$ cat config.mk
export PLATFORM = sky130hd
export DESIGN_NAME = dcache_mem_ctrl
export DESIGN_NICKNAME = d
export VERILOG_FILES = /design/src/dcache_pkg.sv /design/src/dcache_mem_ctrl.sv
export VERILOG_INCLUDE_DIRS = /design/src
export SDC_FILE = /design/constraint.sdc
export NUM_CORES = 1
export LEC_CHECK = 0
export ABC_AREA = 1
export BUFFER_PORTS_ARGS = -buffer_cell sky130_fd_sc_hd__buf_2
export CORE_MARGIN = 3
export CORE_UTILIZATION = 25
export CTS_CLUSTER_SIZE = 12
export DETAILED_ROUTE_END_ITERATION = 10
export PLACE_DENSITY = 0.6
export SYNTH_ARGS = -nofsm -noshare
export SYNTH_HDL_FRONTEND = slang
export SYNTH_SLANG_ARGS = --single-unit
$ cat constraint.sdc
create_clock -name clk -period 4.4 [get_ports clk]
set_input_delay 0.22 -clock clk [delete_from_list [all_inputs] [get_ports clk]]
set_output_delay 0.22 -clock clk [all_outputs]
set_load 0.02 [all_outputs]
$ cat src/dcache_consts.svh
/* Size constants for the direct-mapped write-through data cache.
   Included by the package and by every module that sizes a port or array. */
`ifndef DCACHE_CONSTS_SVH
`define DCACHE_CONSTS_SVH

// Bus widths
`define DC_ADDR_W 32
`define DC_DATA_W 32
`define DC_SEL_W 4

// Line geometry, 64 lines of 4 words
`define DC_LINE_WORDS 4
`define DC_NUM_LINES 64

// Address split, tag | index | byte offset in line
`define DC_OFF_W 4
`define DC_IDX_W 6
`define DC_TAG_W 22

// Sanity relation, tag + index + offset must equal address width
// 22 + 6 + 4 = 32

`endif

$ cat src/dcache_pkg.sv
/* Types passed between the request, lookup and memory stages of the cache.
   Imported by the modules that build or read these structs. */
`include "dcache_consts.svh"
`default_nettype none

package dcache_pkg;

  // Word position inside one cache line
  typedef logic [$clog2(`DC_LINE_WORDS)-1:0] dc_word_idx_t;

  typedef enum logic {
    DC_MEM_REFILL,
    DC_MEM_WRITE
  } dc_mem_kind_e;

  // One captured requester operation
  typedef struct packed {
    logic                  we;
    logic [`DC_ADDR_W-1:0] adr;
    logic [`DC_DATA_W-1:0] dat_w;
    logic [`DC_SEL_W-1:0]  sel;
  } dc_req_t;

  // Result of a tag compare and word read
  typedef struct packed {
    logic                  hit;
    logic [`DC_DATA_W-1:0] rd_word;
    logic                  miss;
  } dc_lookup_t;

  // Work item for the memory engine
  typedef struct packed {
    dc_mem_kind_e          kind;
    logic [`DC_ADDR_W-1:0] adr;
    logic [`DC_DATA_W-1:0] dat_w;
    logic [`DC_SEL_W-1:0]  sel;
  } dc_mem_cmd_t;

  // One word returned during a line refill
  typedef struct packed {
    dc_word_idx_t          word;
    logic [`DC_DATA_W-1:0] data;
    logic                  last;
  } dc_fill_t;

endpackage

`default_nettype wire

$ cat src/dcache_mem_ctrl.sv
/* Memory-side Wishbone classic master. Runs 4-word line refills inside one
   bus cycle and single write-through transfers, one command at a time. */
`timescale 1ns/1ps
`include "dcache_consts.svh"
`default_nettype none

module dcache_mem_ctrl (
  input  logic                    clk,
  input  logic                    rst,
  input  dcache_pkg::dc_mem_cmd_t cmd,
  input  logic                    cmd_valid,
  output dcache_pkg::dc_fill_t    fill,
  output logic                    fill_valid,
  output logic                    mem_done,
  output logic                    mem_cyc,
  output logic                    mem_stb,
  output logic                    mem_we,
  output logic [`DC_ADDR_W-1:0]   mem_adr,
  output logic [`DC_DATA_W-1:0]   mem_dat_w,
  output logic [`DC_SEL_W-1:0]    mem_sel,
  input  logic [`DC_DATA_W-1:0]   mem_dat_r,
  input  logic                    mem_ack
);

  import dcache_pkg::*;

  typedef enum logic [1:0] {
    MC_IDLE,
    MC_REFILL,
    MC_WRITE
  } mc_state_e;

  mc_state_e    state;
  dc_word_idx_t cnt;
  logic         xfer_done;
  logic         last_word;
  logic         start;

  assign xfer_done = mem_stb && mem_ack;
  assign last_word = (cnt == dc_word_idx_t'(`DC_LINE_WORDS - 1));
  assign start     = (state == MC_IDLE) && cmd_valid;

  always_ff @(posedge clk) begin
    if (rst) begin
      state      <= MC_IDLE;
      cnt        <= '0;
      mem_cyc    <= 1'b0;
      mem_stb    <= 1'b0;
      mem_we     <= 1'b0;
      fill_valid <= 1'b0;
      mem_done   <= 1'b0;
    end else begin
      fill_valid <= 1'b0;
      mem_done   <= 1'b0;
      case (state)
        MC_IDLE: begin
          if (cmd_valid) begin
            mem_cyc <= 1'b1;
            mem_stb <= 1'b1;
            cnt     <= '0;
            if (cmd.kind == DC_MEM_WRITE) begin
              mem_we <= 1'b1;
              state  <= MC_WRITE;
            end else begin
              mem_we <= 1'b0;
              state  <= MC_REFILL;
            end
          end
        end
        MC_REFILL: begin
          // Stb stays up between words, address steps on each ack
          if (xfer_done) begin
            fill_valid <= 1'b1;
            if (last_word) begin
              mem_cyc  <= 1'b0;
              mem_stb  <= 1'b0;
              mem_done <= 1'b1;
              state    <= MC_IDLE;
            end else begin
              cnt <= cnt + 1'b1;
            end
          end
        end
        MC_WRITE: begin
          if (xfer_done) begin
            mem_cyc  <= 1'b0;
            mem_stb  <= 1'b0;
            mem_we   <= 1'b0;
            mem_done <= 1'b1;
            state    <= MC_IDLE;
          end
        end
        default: state <= MC_IDLE;
      endcase
    end
  end

  // Bus payload and fill word
  always_ff @(posedge clk) begin
    if (start) begin
      mem_adr   <= cmd.adr;
      mem_dat_w <= cmd.dat_w;
      mem_sel   <= (cmd.kind == DC_MEM_WRITE) ? cmd.sel : '1;
    end else if (state == MC_REFILL && xfer_done) begin
      mem_adr <= mem_adr + `DC_ADDR_W'(`DC_SEL_W);
    end
    if (state == MC_REFILL && xfer_done) begin
      fill.word <= cnt;
      fill.data <= mem_dat_r;
      fill.last <= last_word;
    end
  end

endmodule

`default_nettype wire

==> results.json <==
{
  "gr-usage-met2_pct": 18.46,
  "worst_ep_arrival_time_ns": 2.47,
  "final_core_util_pct": 34.37,
  "ys_seq_elements": 111,
  "hold_class": "in2reg",
  "path_class": "reg2reg",
  "setup-violations-final": 0,
  "hold_viol_final": 0,
  "ioPinCount": 213,
  "final_nets": 766,
  "syn-instance-count": 435,
  "final_max_slew_viol_count": 0,
  "dp.cells": 904,
  "port_buffers": 212,
  "cp_data_required_time_ns": 4.41,
  "grt-busiest-layer": "met2",
  "insertion_delay_ns": 0.35,
  "stdcell_count": 920,
  "p_leak_nw": 2.822,
  "powerDensity_nw_per_um2": 559.9,
  "r2r_cells": 5,
  "drc": 0,
  "hold_path_depth": 1,
  "syn_nets": 546,
  "dieWidth_um": 144.7,
  "area_growth_pct": 34.57,
  "cts_made_buffers": 9,
  "fill_cells": 1920,
  "min_period_ns": 2.465,
  "diodes": 0,
  "synth_edf_count": 103,
  "setup_tns_ns": 0,
  "status": "complete, no violations",
  "totalWireLength_mm": 12.66,
  "dp_hpwl_mm": 9.906,
  "grt_max_degree": 36,
  "tightestPinTransition_ns": 0.6009,
  "yosys_most_used_dff": "edfxtp_1",
  "fin_crit_sh_pct": 56.01,
  "cts.htree.levels": 3,
  "yosysSeqAreaShare_pct": 67.64,
  "start_util_pct": 25.54,
  "grt_overflow": 0,
  "end_kind": "flop",
  "final_layout_size_suffix_gt1_share_pct": 40.00,
  "dieArea_um2": 20940,
  "cts_sinks": 111,
  "max-cap-violations": 0,
  "antenna_found_initial": 0,
  "clockBufferDepth": 2,
  "grt_util_met1_pct": 14.59,
  "cts_resized": 0,
  "post-cts-setup-buffer-count": 0,
  "fmax_mhz": 405.8,
  "synth_cell_types": 29,
  "gp_congestion": 0.8286,
  "syn_area_per_cell_um2": 11.06,
  "die_h_um": 144.7,
  "core_um2": 18830,
  "peakVddDrop_mv": 0.2343,
  "num_vias": 3761,
  "yosys_warnings": 0,
  "hold_buffers": 0,
  "hold_ws_ns": 0.03559,
  "track_usage_pct": 11.38,
  "cts_tree": "built",
  "gr-usage-met3_pct": 3.023,
  "post_drt_wl_per_cell_um": 13.77,
  "vias_per_cell": 4.088,
  "relSlewSlack_pct": 59.80,
  "drtAntennaViolNets": 0,
  "ys_async_sr_fraction_pct": 0,
  "cts-root-buf": "clkbuf_16",
  "drtIter0Drc": 217,
  "grt_pass1_wl_mm": 18.38,
  "worstPathMaxFanout": 33,
  "grt_pass1_vias": 3518,
  "rsz0062_at_grt": "no",
  "mappedNetlistArea_um2": 4810,
  "clk_pin_slew_worst_paths_ns": 0.08,
  "worstSetupStartpointType": "flop",
  "fin_skew_ns": 0.009943,
  "dr.pass1.iters": 4,
  "placementRows": 50
}
-- worst paths after layout --
check                     start       endpoint  slack, ns
setup / recovery       state[0]  mem_dat_w[15]       1.94
hold / removal    mem_dat_r[14]       fill[15]       0.04
hold reg to reg          cnt[1]       fill[34]       0.46
setup reg to reg       state[0]  mem_dat_w[15]       1.94
-- cell usage after synthesis, types with 2 or more instances --
| cell type | n | area, um2 |
|---|---|---|
| nand3_1 | 35 | 175.2 |
| and2_1 | 2 | 12.51 |
| nor2_1 | 39 | 146.4 |
| dfxtp_1 | 8 | 160.2 |
| o21ai_0 | 15 | 75.07 |
| nand2_4 | 3 | 33.78 |
| o21ai_1 | 2 | 10.01 |
| ha_1 | 6 | 75.07 |
| nand2_2 | 6 | 37.54 |
| a21oi_1 | 7 | 35.03 |
| nor2_4 | 8 | 90.09 |
| edfxtp_1 | 103 | 3093 |
| clkbuf_8 | 2 | 27.53 |
| buf_4 | 3 | 22.52 |
| nor2_2 | 4 | 25.02 |
| xor2_1 | 3 | 26.28 |
| inv_1 | 35 | 131.4 |
| nand2_1 | 136 | 510.5 |
| or2_2 | 8 | 50.05 |
-- report_power, final --
part	leakage [nW]	switching, mW	internal (mW)
clock network	0.150	0.420	0.408
registers	1.03	0.175	1.47
logic	1.64	0.796	0.356
-- routing by layer --
metal  up-vias  share of wire [%]
met5         -                  0
met4         0                1.7
met3        13                8.3
met2       154                 46
met1      1697                 44
li1       1897                  -
-- cell type report --
type	count	area, um2	share of cell area [%]
Timing Repair Buffer	216	1091	16.86
Tap cell	260	325.3	5.026
Inverter	36	135.1	2.088
Sequential cell	111	3253	50.26
Clock inverter	7	81.33	1.257
Multi-Input combinational cell	281	1361	21.03
Clock buffer	9	225.2	3.480
-- logic make-up (layout without fill, tap and decap cells) --
family                   count (synthesis)  after routing  share of synthesized area, %
flip-flops                             111            111                         67.64
AO/OA/AOI/OAI                           28             28                         3.174
adder cells (fa/ha/maj)                  6              6                         1.561
AND/OR/NAND/NOR                        243            243                         22.71
buffers and inverters                   43            268                         4.188
XOR/XNOR                                 4              4                        0.7285
-- flip-flops by register name, summed over array words and instances (netlist names) --
register and flops:
cnt 2, fill 35, fill_valid 1, mem_adr 32, mem_dat_w 32, mem_done 1
mem_sel 4, mem_stb 1, mem_we 1, state 2
-- metrics by stage --
stage	setup WS [ns]	area, um2	power [mW]
floorplan	1.097	4810	2.434
global placement	1.948	6166	2.817
detailed placement	1.869	6166	2.837
CTS	1.859	6472	3.681
global route	1.674	6472	3.874
finish	1.936	6472	3.624
-- critical path: stages (launching register included) --
cell and delay (ns):
dfxtp_1 0.34, inv_1 0.09, ha_1 0.25, nand2_2 0.39
inv_2 0.58, buf_4 0.47
-- cells in the final DEF, fill, tap and decap left out, types with 2 or more instances in the layout --
master and instances:
buf_2 212, nand2_1 136, edfxtp_1 103, nor2_1 38, inv_1 35, nand3_1 35
o21ai_0 14, clkbuf_16 9, nor2_4 8, or2_2 8, dfxtp_1 8, a21oi_1 7
nand2_2 6, ha_1 6, nor2_2 5, buf_4 4, nand2_4 3, xor2_1 3
and2_1 2, o21ai_1 2, inv_8 2, clkinv_8 2, inv_6 2
No activity file was read; power rests on OpenSTA's default activity.
