--- src/dcache_consts.svh ---
/* Size constants for the direct-mapped write-through data cache.
   Included by the package and by every module that sizes a port or array. */
`ifndef DCACHE_CONSTS_SVH
`define DCACHE_CONSTS_SVH

// Bus widths
`define DC_ADDR_W 32
`define DC_DATA_W 32
`define DC_SEL_W 4

// Line geometry, 64 lines of 4 words
`define DC_LINE_WORDS 4
`define DC_NUM_LINES 64

// Address split, tag | index | byte offset in line
`define DC_OFF_W 4
`define DC_IDX_W 6
`define DC_TAG_W 22

// Sanity relation, tag + index + offset must equal address width
// 22 + 6 + 4 = 32

`endif

--- src/dcache_pkg.sv ---
/* Types passed between the request, lookup and memory stages of the cache.
   Imported by the modules that build or read these structs. */
`include "dcache_consts.svh"
`default_nettype none

package dcache_pkg;

  // Word position inside one cache line
  typedef logic [$clog2(`DC_LINE_WORDS)-1:0] dc_word_idx_t;

  typedef enum logic {
    DC_MEM_REFILL,
    DC_MEM_WRITE
  } dc_mem_kind_e;

  // One captured requester operation
  typedef struct packed {
    logic                  we;
    logic [`DC_ADDR_W-1:0] adr;
    logic [`DC_DATA_W-1:0] dat_w;
    logic [`DC_SEL_W-1:0]  sel;
  } dc_req_t;

  // Result of a tag compare and word read
  typedef struct packed {
    logic                  hit;
    logic [`DC_DATA_W-1:0] rd_word;
    logic                  miss;
  } dc_lookup_t;

  // Work item for the memory engine
  typedef struct packed {
    dc_mem_kind_e          kind;
    logic [`DC_ADDR_W-1:0] adr;
    logic [`DC_DATA_W-1:0] dat_w;
    logic [`DC_SEL_W-1:0]  sel;
  } dc_mem_cmd_t;

  // One word returned during a line refill
  typedef struct packed {
    dc_word_idx_t          word;
    logic [`DC_DATA_W-1:0] data;
    logic                  last;
  } dc_fill_t;

endpackage

`default_nettype wire

--- src/dcache_req_stage.sv ---
/* Requester-side Wishbone classic slave. Captures one cycle into a request
   struct, waits for the lookup stage to finish, then returns a one-cycle ack. */
`timescale 1ns/1ps
`include "dcache_consts.svh"
`default_nettype none

module dcache_req_stage (
  input  logic                  clk,
  input  logic                  rst,
  input  logic                  cyc,
  input  logic                  stb,
  input  logic                  we,
  input  logic [`DC_ADDR_W-1:0] adr,
  input  logic [`DC_DATA_W-1:0] dat_w,
  input  logic [`DC_SEL_W-1:0]  sel,
  output logic                  ack,
  output logic [`DC_DATA_W-1:0] dat_r,
  output dcache_pkg::dc_req_t   req,
  output logic                  req_valid,
  input  logic                  done,
  input  logic [`DC_DATA_W-1:0] rd_data
);

  logic busy;
  logic start;
  logic finish;

  // Held stb is ignored while busy and during the ack beat itself
  assign start  = cyc && stb && !busy && !ack;
  assign finish = busy && done;

  always_ff @(posedge clk) begin
    if (rst) begin
      busy      <= 1'b0;
      req_valid <= 1'b0;
      ack       <= 1'b0;
    end else begin
      req_valid <= start;
      ack       <= finish;
      if (start) begin
        busy <= 1'b1;
      end else if (finish) begin
        busy <= 1'b0;
      end
    end
  end

  // Request payload stays stable until the next accepted cycle
  always_ff @(posedge clk) begin
    if (start) begin
      req.we    <= we;
      req.adr   <= adr;
      req.dat_w <= dat_w;
      req.sel   <= sel;
    end
    if (finish) begin
      dat_r <= rd_data;
    end
  end

endmodule

`default_nettype wire

--- config.mk ---
export PLATFORM = sky130hd
export DESIGN_NAME = dcache_req_stage
export DESIGN_NICKNAME = d
export VERILOG_FILES = /design/src/dcache_pkg.sv /design/src/dcache_req_stage.sv
export VERILOG_INCLUDE_DIRS = /design/src
export SDC_FILE = /design/constraint.sdc
export NUM_CORES = 1
export LEC_CHECK = 0
export ABC_AREA = 1
export ABC_CLOCK_PERIOD_IN_PS = 4400
export BUFFER_PORTS_ARGS = -buffer_cell sky130_fd_sc_hd__buf_4
export CORE_MARGIN = 2
export CORE_UTILIZATION = 38
export DETAILED_ROUTE_END_ITERATION = 8
export PLACE_DENSITY = 0.73
export SLEW_MARGIN = 0
export SYNTH_ARGS = -nofsm -noshare
export SYNTH_HDL_FRONTEND = slang
export SYNTH_SLANG_ARGS = --single-unit
--- constraint.sdc ---
create_clock -name clk -period 4.4 [get_ports clk]
set_input_delay 0.44 -clock clk [delete_from_list [all_inputs] [get_ports clk]]
set_output_delay 0.44 -clock clk [all_outputs]
set_load 0.01 [all_outputs]
==> results.txt, run 1 <==
The clock slew seen by the registers of the worst setup and hold paths came out at 0.09 ns. The cell count after placement came out at 431. The slack of the critical path is 2.57 ns. By count the netlist is led by sky130_fd_sc_hd__edfxtp_1, sky130_fd_sc_hd__inv_1, sky130_fd_sc_hd__nand2_1. The final critical path takes up 41.6% of the cycle. The clock tree root buffer cell is sky130_fd_sc_hd__clkbuf_8. The maximum clock skew at final layout came out at 0.00929 ns.

The worst setup path is launched from a register. The layout has 607 filler cells. The detailed-route DRC error count is 0. The post-detailed-route via-to-cell ratio came out at 4.28.

The worst setup path is captured at a register. Summing the sequential cell areas from Yosys gives 98.2% of the chip area. The endpoint identified for the worst register-to-register timing path is req[43]. The power per standard cell area is 367 nW/µm².

STA puts the critical path data required time at 4.38 ns. After detailed routing, the average wire length per cell comes to 15.2 µm. The die is 95.0 µm wide.

The pin count of the biggest net entering global routing is 46. The actual slew at the worst max-slew pin came out at 1.12 ns. TritonCTS built the clock tree. The clock passes through at most 2 buffers. When the netlist entered floorplanning its net count stood at 223. The number of clock sinks is 104. Counting flops with an async set or reset pin after synthesis yields a share of 0%. Summed over all failing endpoints, the final setup total negative slack is 0 ns.

Traced cell by cell, the critical path runs through nor2_2 -> nand2_1 -> inv_2 -> buf_4. For this block, the routed nets add up to 6.79 mm of wire. The area share of the largest cell type after synthesis is 96.3%. The arrival time reported for the critical path endpoint is 1.81 ns. The Yosys step of the flow raised 0 warnings. Yosys mapped a number of flops with a built-in enable equal to 101.

The number of nets with antenna violations after detailed routing came out at 0. Among all cell types in the netlist, the one instantiated most often is sky130_fd_sc_hd__edfxtp_1. Among all flip-flop cells after synthesis, the most frequent one is sky130_fd_sc_hd__edfxtp_1. After synthesis, the netlist uses 8 different library cells.

The mean post-synth cell area is 26.9 µm². The cell area reported after detailed placement is 4850 µm². The aggregate global routing overflow is 0. The post-route worst hold slack is 0.255 ns.

The worst path in the final design needs a cycle of 1.83 ns, including I/O delays and setup. The area growth from synthesis to layout came out at 60.0%. Cells fill 61.9% of the core in the end. Ranked by total cell area, the synthesized netlist is headed by sky130_fd_sc_hd__edfxtp_1, sky130_fd_sc_hd__dfxtp_1, sky130_fd_sc_hd__inv_1.

The worst register-to-register path begins at busy. The height of the die came out at 95.0 µm. The maximum resistive drop on vdd came out at 0.247 mV. The maximum fanout encountered on the critical timing path is 45.

Counting cells, the worst reg-to-reg path comes to 4. The startpoint identified for the worst hold timing path is rst. TritonCTS created 9 clock buffers.

The via count is 1915. The path class of the tightest hold or removal check is in -> reg. Overall power consumption after layout is estimated at 1.85 mW. The number of input and output port buffers inserted is 208. The max-slew violation count came out at 0. The maximum operating frequency is 0.547 GHz. The site row count came out at 33. The leakage dissipation is 2.12 nW. The area of the core is 8130 µm². The share of cells above drive strength 1 is 65.5%. The post-synthesis cell area is 3150 µm².

Routability-driven placement finished with a final weighted congestion of 0.707. The flow ran to the end, and the final reports show no timing, DRC or antenna violations. Setup violations remaining at the end of the flow were counted as 0. The number of flip-flops and latches in the synthesized netlist came out at 104.

The register-to-register setup slack is 2.57 ns. Setup repair after global routing left no endpoint under its margin. The detailed-routing iteration count for the pre-antenna-repair pass is 4. The via count of the first global-routing pass came out at 1895. After routing the design area is 5040 µm². The setup slack at placement is 2.36 ns. The cell depth of the worst hold path came out at 2. The total of max-cap violations is 0. The wire length of the first global-routing pass came out at 9.18 mm. The number of buffers inserted to repair setup after CTS is 0.

After the first detailed-routing iteration, the DRC count stood at 32. The end point of the worst hold path is ack. The CTS H-tree depth is 3.

The critical path's largest stage delay is 0.54 ns. The number of standard cells in the layout, taps in and fillers out is 447. The count of nets after finishing came out at 443. The number of antenna violations at the first check in global routing came out at 0. The number of diodes added for antenna fixing is 0. The number of buffers inserted by hold repair at cts is 0. The clock latency reported for the late side of the worst-skew pair came out at 0.34 ns. The top-level I/O count is 209. The relative slew slack came out at 25.5%. The post-cts resize count is 0. On the critical path, the stage with the largest delay is an instance of sky130_fd_sc_hd__buf_4. The count of final hold-check violations came out at 0. The cell taking the most area after synthesis is sky130_fd_sc_hd__edfxtp_1. The die footprint is 9030 µm². Synthesis handed over a netlist of 117 instances. The initial core utilization came out at 38.7%. The critical path is of the reg -> reg type. The overall fraction of global-route tracks in use is 14.3%.
final cells by class:
class,instances,area [µm²],area share [%]
flip-flops and latches,104,3090,61.4
repair buffers,209,1570,31.1
well taps,105,131,2.61
clock buffers,10,128,2.53
clock inverters,6,60.1,1.19
multi-input cells,8,37.5,0.745
inverters,5,18.8,0.373
where the power goes:
part,switching (mW),internal (mW)
registers,0.0101,1.13
clock network,0.285,0.261
logic,0.0637,0.0989
how the worst max path moves through the flow:
stage,start,endpoint,slack [ns],depth (start not counted)
3_5_place_dp,cyc,req[7],2.36,6
6_report,busy,req[43],2.57,4
5_1_grt,busy,req[52],2.40,4
4_1_cts,busy,req[43],2.53,4
2_1_floorplan,cyc,req[0],2.06,4
3_3_place_gp,cyc,req[15],2.40,6
layout by cell type (no fill, tap or decap):
cell type	n
sky130_fd_sc_hd__nand2_1	4
sky130_fd_sc_hd__nand3_1	1
sky130_fd_sc_hd__inv_1	4
sky130_fd_sc_hd__clkinv_2	1
sky130_fd_sc_hd__dfxtp_1	3
sky130_fd_sc_hd__nand3b_1	1
sky130_fd_sc_hd__nor2_1	1
sky130_fd_sc_hd__bufinv_16	1
sky130_fd_sc_hd__nor2_2	1
sky130_fd_sc_hd__inv_2	1
sky130_fd_sc_hd__edfxtp_1	101
sky130_fd_sc_hd__buf_4	209
sky130_fd_sc_hd__clkinv_4	2
sky130_fd_sc_hd__clkinv_1	2
sky130_fd_sc_hd__clkbuf_1	1
sky130_fd_sc_hd__clkbuf_8	9
worst max-delay path, delay by kind of cell, from the launching register on:
family                 cells  cell delay (ns)
buffers and inverters      2             0.92
DFF                        1             0.34
and+or+nand+nor            2             0.19
flip-flops by register name, indices dropped and copies added, names as in the netlist:
| register | flops |
|---|---|
| busy | 1 |
| ack | 1 |
| dat_r | 32 |
| req_valid | 1 |
| req | 69 |
kinds of logic after synthesis:
logic type	synth area share, %
flops	98.2
buf+inv	0.596
simple gates	1.19
metal layers:
layer / part of all wire, % / up-vias / track usage, %
met4: 1.2 / 0 / 7.00
met5: 0 / - / 0
met2: 48 / 152 / 23.2
met1: 34 / 860 / 14.2
met3: 16 / 6 / 8.93
li1: - / 897 / -
No activity file was read; power rests on OpenSTA's default activity.
==> run 2, diff against run 1 <==
--- a/config.mk
+++ b/config.mk
@@ -7,12 +7,12 @@
 export NUM_CORES = 1
 export LEC_CHECK = 0
 export ABC_AREA = 1
-export ABC_CLOCK_PERIOD_IN_PS = 4400
+export ABC_CLOCK_PERIOD_IN_PS = 1640
 export BUFFER_PORTS_ARGS = -buffer_cell sky130_fd_sc_hd__buf_4
 export CORE_MARGIN = 2
-export CORE_UTILIZATION = 38
+export CORE_UTILIZATION = 37
 export DETAILED_ROUTE_END_ITERATION = 8
-export PLACE_DENSITY = 0.73
+export PLACE_DENSITY = 0.74
 export SLEW_MARGIN = 0
 export SYNTH_ARGS = -nofsm -noshare
 export SYNTH_HDL_FRONTEND = slang
==> constraint.sdc (replaced) <==
create_clock -name clk -period 1.64 [get_ports clk]
set_input_delay 0.164 -clock clk [delete_from_list [all_inputs] [get_ports clk]]
set_output_delay 0.164 -clock clk [all_outputs]
set_load 0.01 [all_outputs]
==> run 2 against run 1 <==
The flow now stops in 4_1_cts. Synthesized cell count unchanged. Synthesized area unchanged.
==> results.txt, run 2 <==
The flow did not finish. Progress stopped at 4_1_cts. The first error in the log reads "[ERROR RSZ-0060] Max buffer count reached".

The top-level I/O count is 209 (unchanged). The weighted congestion at the end of routability-driven global placement is 0.727 (+2.8%). The post-synthesis cell area came to 3150 µm² (unchanged). The initial core utilization is 38.3% (-0.39 points). The number of flip-flops and latches in the synthesized netlist is 104 (unchanged). Clock tree synthesis selected as its root buffer the cell sky130_fd_sc_hd__clkbuf_8.

By area, the combinational part of the netlist is dominated by simple AND/OR/NAND/NOR gates. The site row count is 33 (unchanged). The number of clock sinks came out at 104 (unchanged). The simple logic cell fraction of the synthesized area is 1.19% (unchanged).

The deepest clock path buffer count came out at 2 (unchanged). The total CTS buffers is 9 (unchanged). The biggest area contributor in the post-synthesis netlist is sky130_fd_sc_hd__edfxtp_1. The cell count after placement is 433 (+0.46%). The sequential element share of the synthesized area is 98.2% (unchanged). Yosys instantiated no cell more often than sky130_fd_sc_hd__edfxtp_1. The number of buffers inserted by hold repair at cts is 101 (+101).

The number of synthesized flops with an enable pin is 101 (unchanged). The count of warnings emitted by yosys is 0 (unchanged). The die width was 96.3 µm (+1.3%). The height of the die came to 96.3 µm (+1.3%).

The synthesized-area fraction occupied by ao, oa, aoi and oai cells is 0% (unchanged). The xor/xnor cell area share of the yosys netlist came out at 0% (unchanged). The CTS H-tree depth is 3 (unchanged). The mux cell area share after synthesis is 0% (unchanged). The arithmetic-cell share of the synthesized area counting full adders, half adders and majority gates came out at 0% (unchanged). The area share of the largest cell type after synthesis came out at 96.3% (unchanged).

The number of buffers inserted to repair setup after CTS is 0 (unchanged). The number of different library cells in the post-synthesis netlist came out at 8 (unchanged). By area the synthesized netlist is led by sky130_fd_sc_hd__edfxtp_1, sky130_fd_sc_hd__dfxtp_1, sky130_fd_sc_hd__inv_1. The mean post-synth cell area came out at 26.9 µm² (unchanged). After synthesis, the most frequently instantiated cells are sky130_fd_sc_hd__edfxtp_1, sky130_fd_sc_hd__inv_1, sky130_fd_sc_hd__nand2_1. The share of flip-flops with an asynchronous set or reset after synthesis came out at 0% (unchanged). The post-cts resize count came out at 0 (unchanged). The synthesized instance count is 117 (unchanged). The number of input and output port buffers inserted came out at 208 (unchanged).

The number of nets produced by synthesis came out at 223 (unchanged). Among all flip-flop cells after synthesis, the most frequent one is sky130_fd_sc_hd__edfxtp_1. The setup slack at placement came out at 0.413 ns (-1.95 ns). The final HPWL from detailed placement is 6.36 mm.
## run 2: kinds of logic after synthesis
logic type / Yosys count
AND/OR/NAND/NOR: 8
buffers and inverters: 5
flip-flops: 104
## run 2: per-stage QoR
| stage | instance area, µm² | hold WS (ns) |
|---|---|---|
| 3_5_place_dp | 4910 | 0.330 |
| 2_1_floorplan | 3160 | 0.229 |
| 3_3_place_gp | 4910 | 0.325 |
==> run 3, diff against run 2 <==
--- a/config.mk
+++ b/config.mk
@@ -7,12 +7,12 @@
 export NUM_CORES = 1
 export LEC_CHECK = 0
 export ABC_AREA = 1
-export ABC_CLOCK_PERIOD_IN_PS = 1640
+export ABC_CLOCK_PERIOD_IN_PS = 2130
 export BUFFER_PORTS_ARGS = -buffer_cell sky130_fd_sc_hd__buf_4
 export CORE_MARGIN = 2
-export CORE_UTILIZATION = 37
+export CORE_UTILIZATION = 23
 export DETAILED_ROUTE_END_ITERATION = 8
-export PLACE_DENSITY = 0.74
+export PLACE_DENSITY_LB_ADDON = 0.15
 export SLEW_MARGIN = 0
 export SYNTH_ARGS = -nofsm -noshare
 export SYNTH_HDL_FRONTEND = slang
==> constraint.sdc (replaced) <==
create_clock -name clk -period 2.13 [get_ports clk]
set_input_delay 0.213 -clock clk [delete_from_list [all_inputs] [get_ports clk]]
set_output_delay 0.213 -clock clk [all_outputs]
set_load 0.01 [all_outputs]
==> run 3 against run 2 <==
The flow now finishes without violations.
==> results.txt, run 3 (same netlist as run 1, synthesis figures left out) <==
The top cell types in the final layout, fill and taps aside, are sky130_fd_sc_hd__buf_4, sky130_fd_sc_hd__edfxtp_1, sky130_fd_sc_hd__clkbuf_16. The wire length of the first global-routing pass is 11.0 mm. For this run, the detailed router's first-pass iteration total came to 4.

TritonCTS built the clock tree. The maximum operating frequency came out at 0.736 GHz. The analysis attributes to cell leakage a power of 2.18 nW.

The initial core utilization came out at 23.7% (-15 points). The combinational cell fraction of total power came out at 7.9%. STA classifies the critical path endpoint as a register. In this design, the stage delay of the slowest critical-path cell is 0.36 ns. The number of input and output port buffers inserted was 208 (unchanged). Internal power comes to 3.57 mW. The repair_antennas step left the layout with diodes totalling 0.

The clock tree root buffer cell is sky130_fd_sc_hd__clkbuf_16. The number of buffers inserted to repair setup after CTS is 0 (unchanged). The clock period minus final worst setup slack came out at 1.36 ns. The clock network accounts for 38.6% of the total power. The number of clock sinks was 104 (unchanged). The switching fraction of total power came out at 19.1%. The maximum fanout encountered on the critical timing path is 33. The height of the die is 121 µm (+26%). The final-layout setup total negative slack is 0 ns. The kind of critical path is reg -> reg. The count of final hold-check violations is 0. The via count of the first global-routing pass was 2143.

The setup slack at placement came to 0.747 ns (+0.335 ns). The number of antenna violations at the first check in global routing is 0. Registers are responsible for 53.5% of the overall power. The deepest clock path buffer count is 2 (unchanged). The area growth from synthesis to layout came out at 68.1%. The relative slew slack is 72.7%.

More flip-flops sit in one register than any other, and that register is req. The library cell used most frequently in the layout, excluding fill and tap cells, is sky130_fd_sc_hd__buf_4. The register with the most flip-flops in the layout has 69 of them. The CTS H-tree depth came out at 3 (unchanged). The final HPWL from detailed placement is 5.91 mm (-7.2%). The post-detailed-route via-to-cell ratio is 3.80. The post-cts resize count is 0 (unchanged). The register-to-register setup slack came out at 0.77 ns. The site row count is 42 (+27%). The design draws 4.41 mW. In the final design database the tool counted 445 nets.

In the final routed layout, each cell accounts on average for 14.8 µm. The flow ran to the end, and the final reports show no timing, DRC or antenna violations. The overall fraction of global-route tracks in use is 10.4%. The via count came out at 1978. The slack of the critical path came out at 0.771 ns. The number of buffers inserted by hold repair at cts is 0 (-100%). The startpoint type of the worst setup path is a register.

Of the available clock period, the critical path in the final layout requires 63.8%. The slowest stage of the critical path belongs to the cell sky130_fd_sc_hd__dfxtp_1. Walking the worst path, the cells encountered are nor2_2 -> nand2_1 -> clkinvlp_4 -> buf_12. Setup repair after global routing left no endpoint under its margin.

The actual slew at the worst max-slew pin is 0.409 ns. The number of nets with antenna violations after detailed routing came out at 0. The path class of the lowest-slack min-delay path is in -> reg. The die width came out at 121 µm (+26%).

The power per standard cell area is 833 nW/µm². The arrival time reported for the critical path endpoint came out at 1.45 ns. Global routing finished with a remaining overflow of 0. The clock slew seen by the registers of the worst setup and hold paths is 0.06 ns. The worst path required time came out at 2.22 ns.

In this run the power spent charging and discharging nets is 0.841 mW. The total CTS buffers came out at 9 (unchanged). The maximum resistive drop on vdd is 0.683 mV. The maximum clock skew at final layout is 0.00293 ns. The top-level I/O count came to 209 (unchanged). Entering global routing, the biggest net connects 34 pins.

The setup-violating endpoint count in the final report is 0. Across the run, the number of max-cap violations was 0. The max-slew violation count was 0. The number of violations reported at the end of detailed-routing iteration 0 came out at 159. The weighted congestion at the end of routability-driven global placement is 0.680 (-6.5%). The total wire length after detailed routing is 7.70 mm.

Clock latency on the worst-skew pair, taken at its later pin, is 0.34 ns. The die footprint came out at 14600 µm². The share of cells above drive strength 1 is 66.3%. The largest registers in the layout are req x69, dat_r x32. The core region is 13300 µm². The detailed-route DRC error count is 0.
[run 3: per-stage QoR]
stage	cells	util (%)	instance area, µm²	hold slack, ns
floorplan	117	-	3150	0.285
global placement	504	37.5	4980	0.381
detailed placement	504	37.5	4980	0.390
CTS	520	39.8	5290	0.00573
global route	520	39.8	5290	0.0208
finish	520	39.8	5290	0.0331
[run 3: worst paths after layout]
path	from	to	cells after the start
max reg2reg	busy	req[12]	4
min	rst	ack	2
min reg2reg	busy	ack	2
max	busy	req[12]	4
[run 3: final cells by class]
type                       count  area (µm²)
inverter                       5        22.5
sequential                   104        3090
clock inverter                 7        86.3
clock buffer                   9         225
timing repair buffer         211        1610
multi-input combinational      8        37.5
fill                        1255        8000
tap                          176         220
[run 3: critical path: cells and delay by family (launching register included)]
family,cells,cell delay [ns]
buf+inv,2,0.58
simple gates,2,0.16
flops,1,0.36
[run 3: per-layer routing]
| metal | GRT usage (%) | wire length [µm] | share of wire (%) | vias up |
|---|---|---|---|---|
| met5 | 0 | 0 | 0 | - |
| li1 | - | - | - | 902 |
| met4 | 5.23 | 161 | 2.1 | 0 |
| met3 | 8.22 | 1490 | 19 | 9 |
| met1 | 10.9 | 2660 | 34 | 908 |
| met2 | 15.1 | 3390 | 44 | 159 |
[run 3: power by group through the flow]
stage                     combinational (mW)  clock [mW]  sequential (mW)
after floorplan                       0.0336           0             2.45
after global placement                 0.353           0             2.41
after detailed placement               0.357           0             2.41
after CTS                              0.357        1.78             2.36
after global routing                   0.376        1.84             2.37
final                                  0.348        1.70             2.36
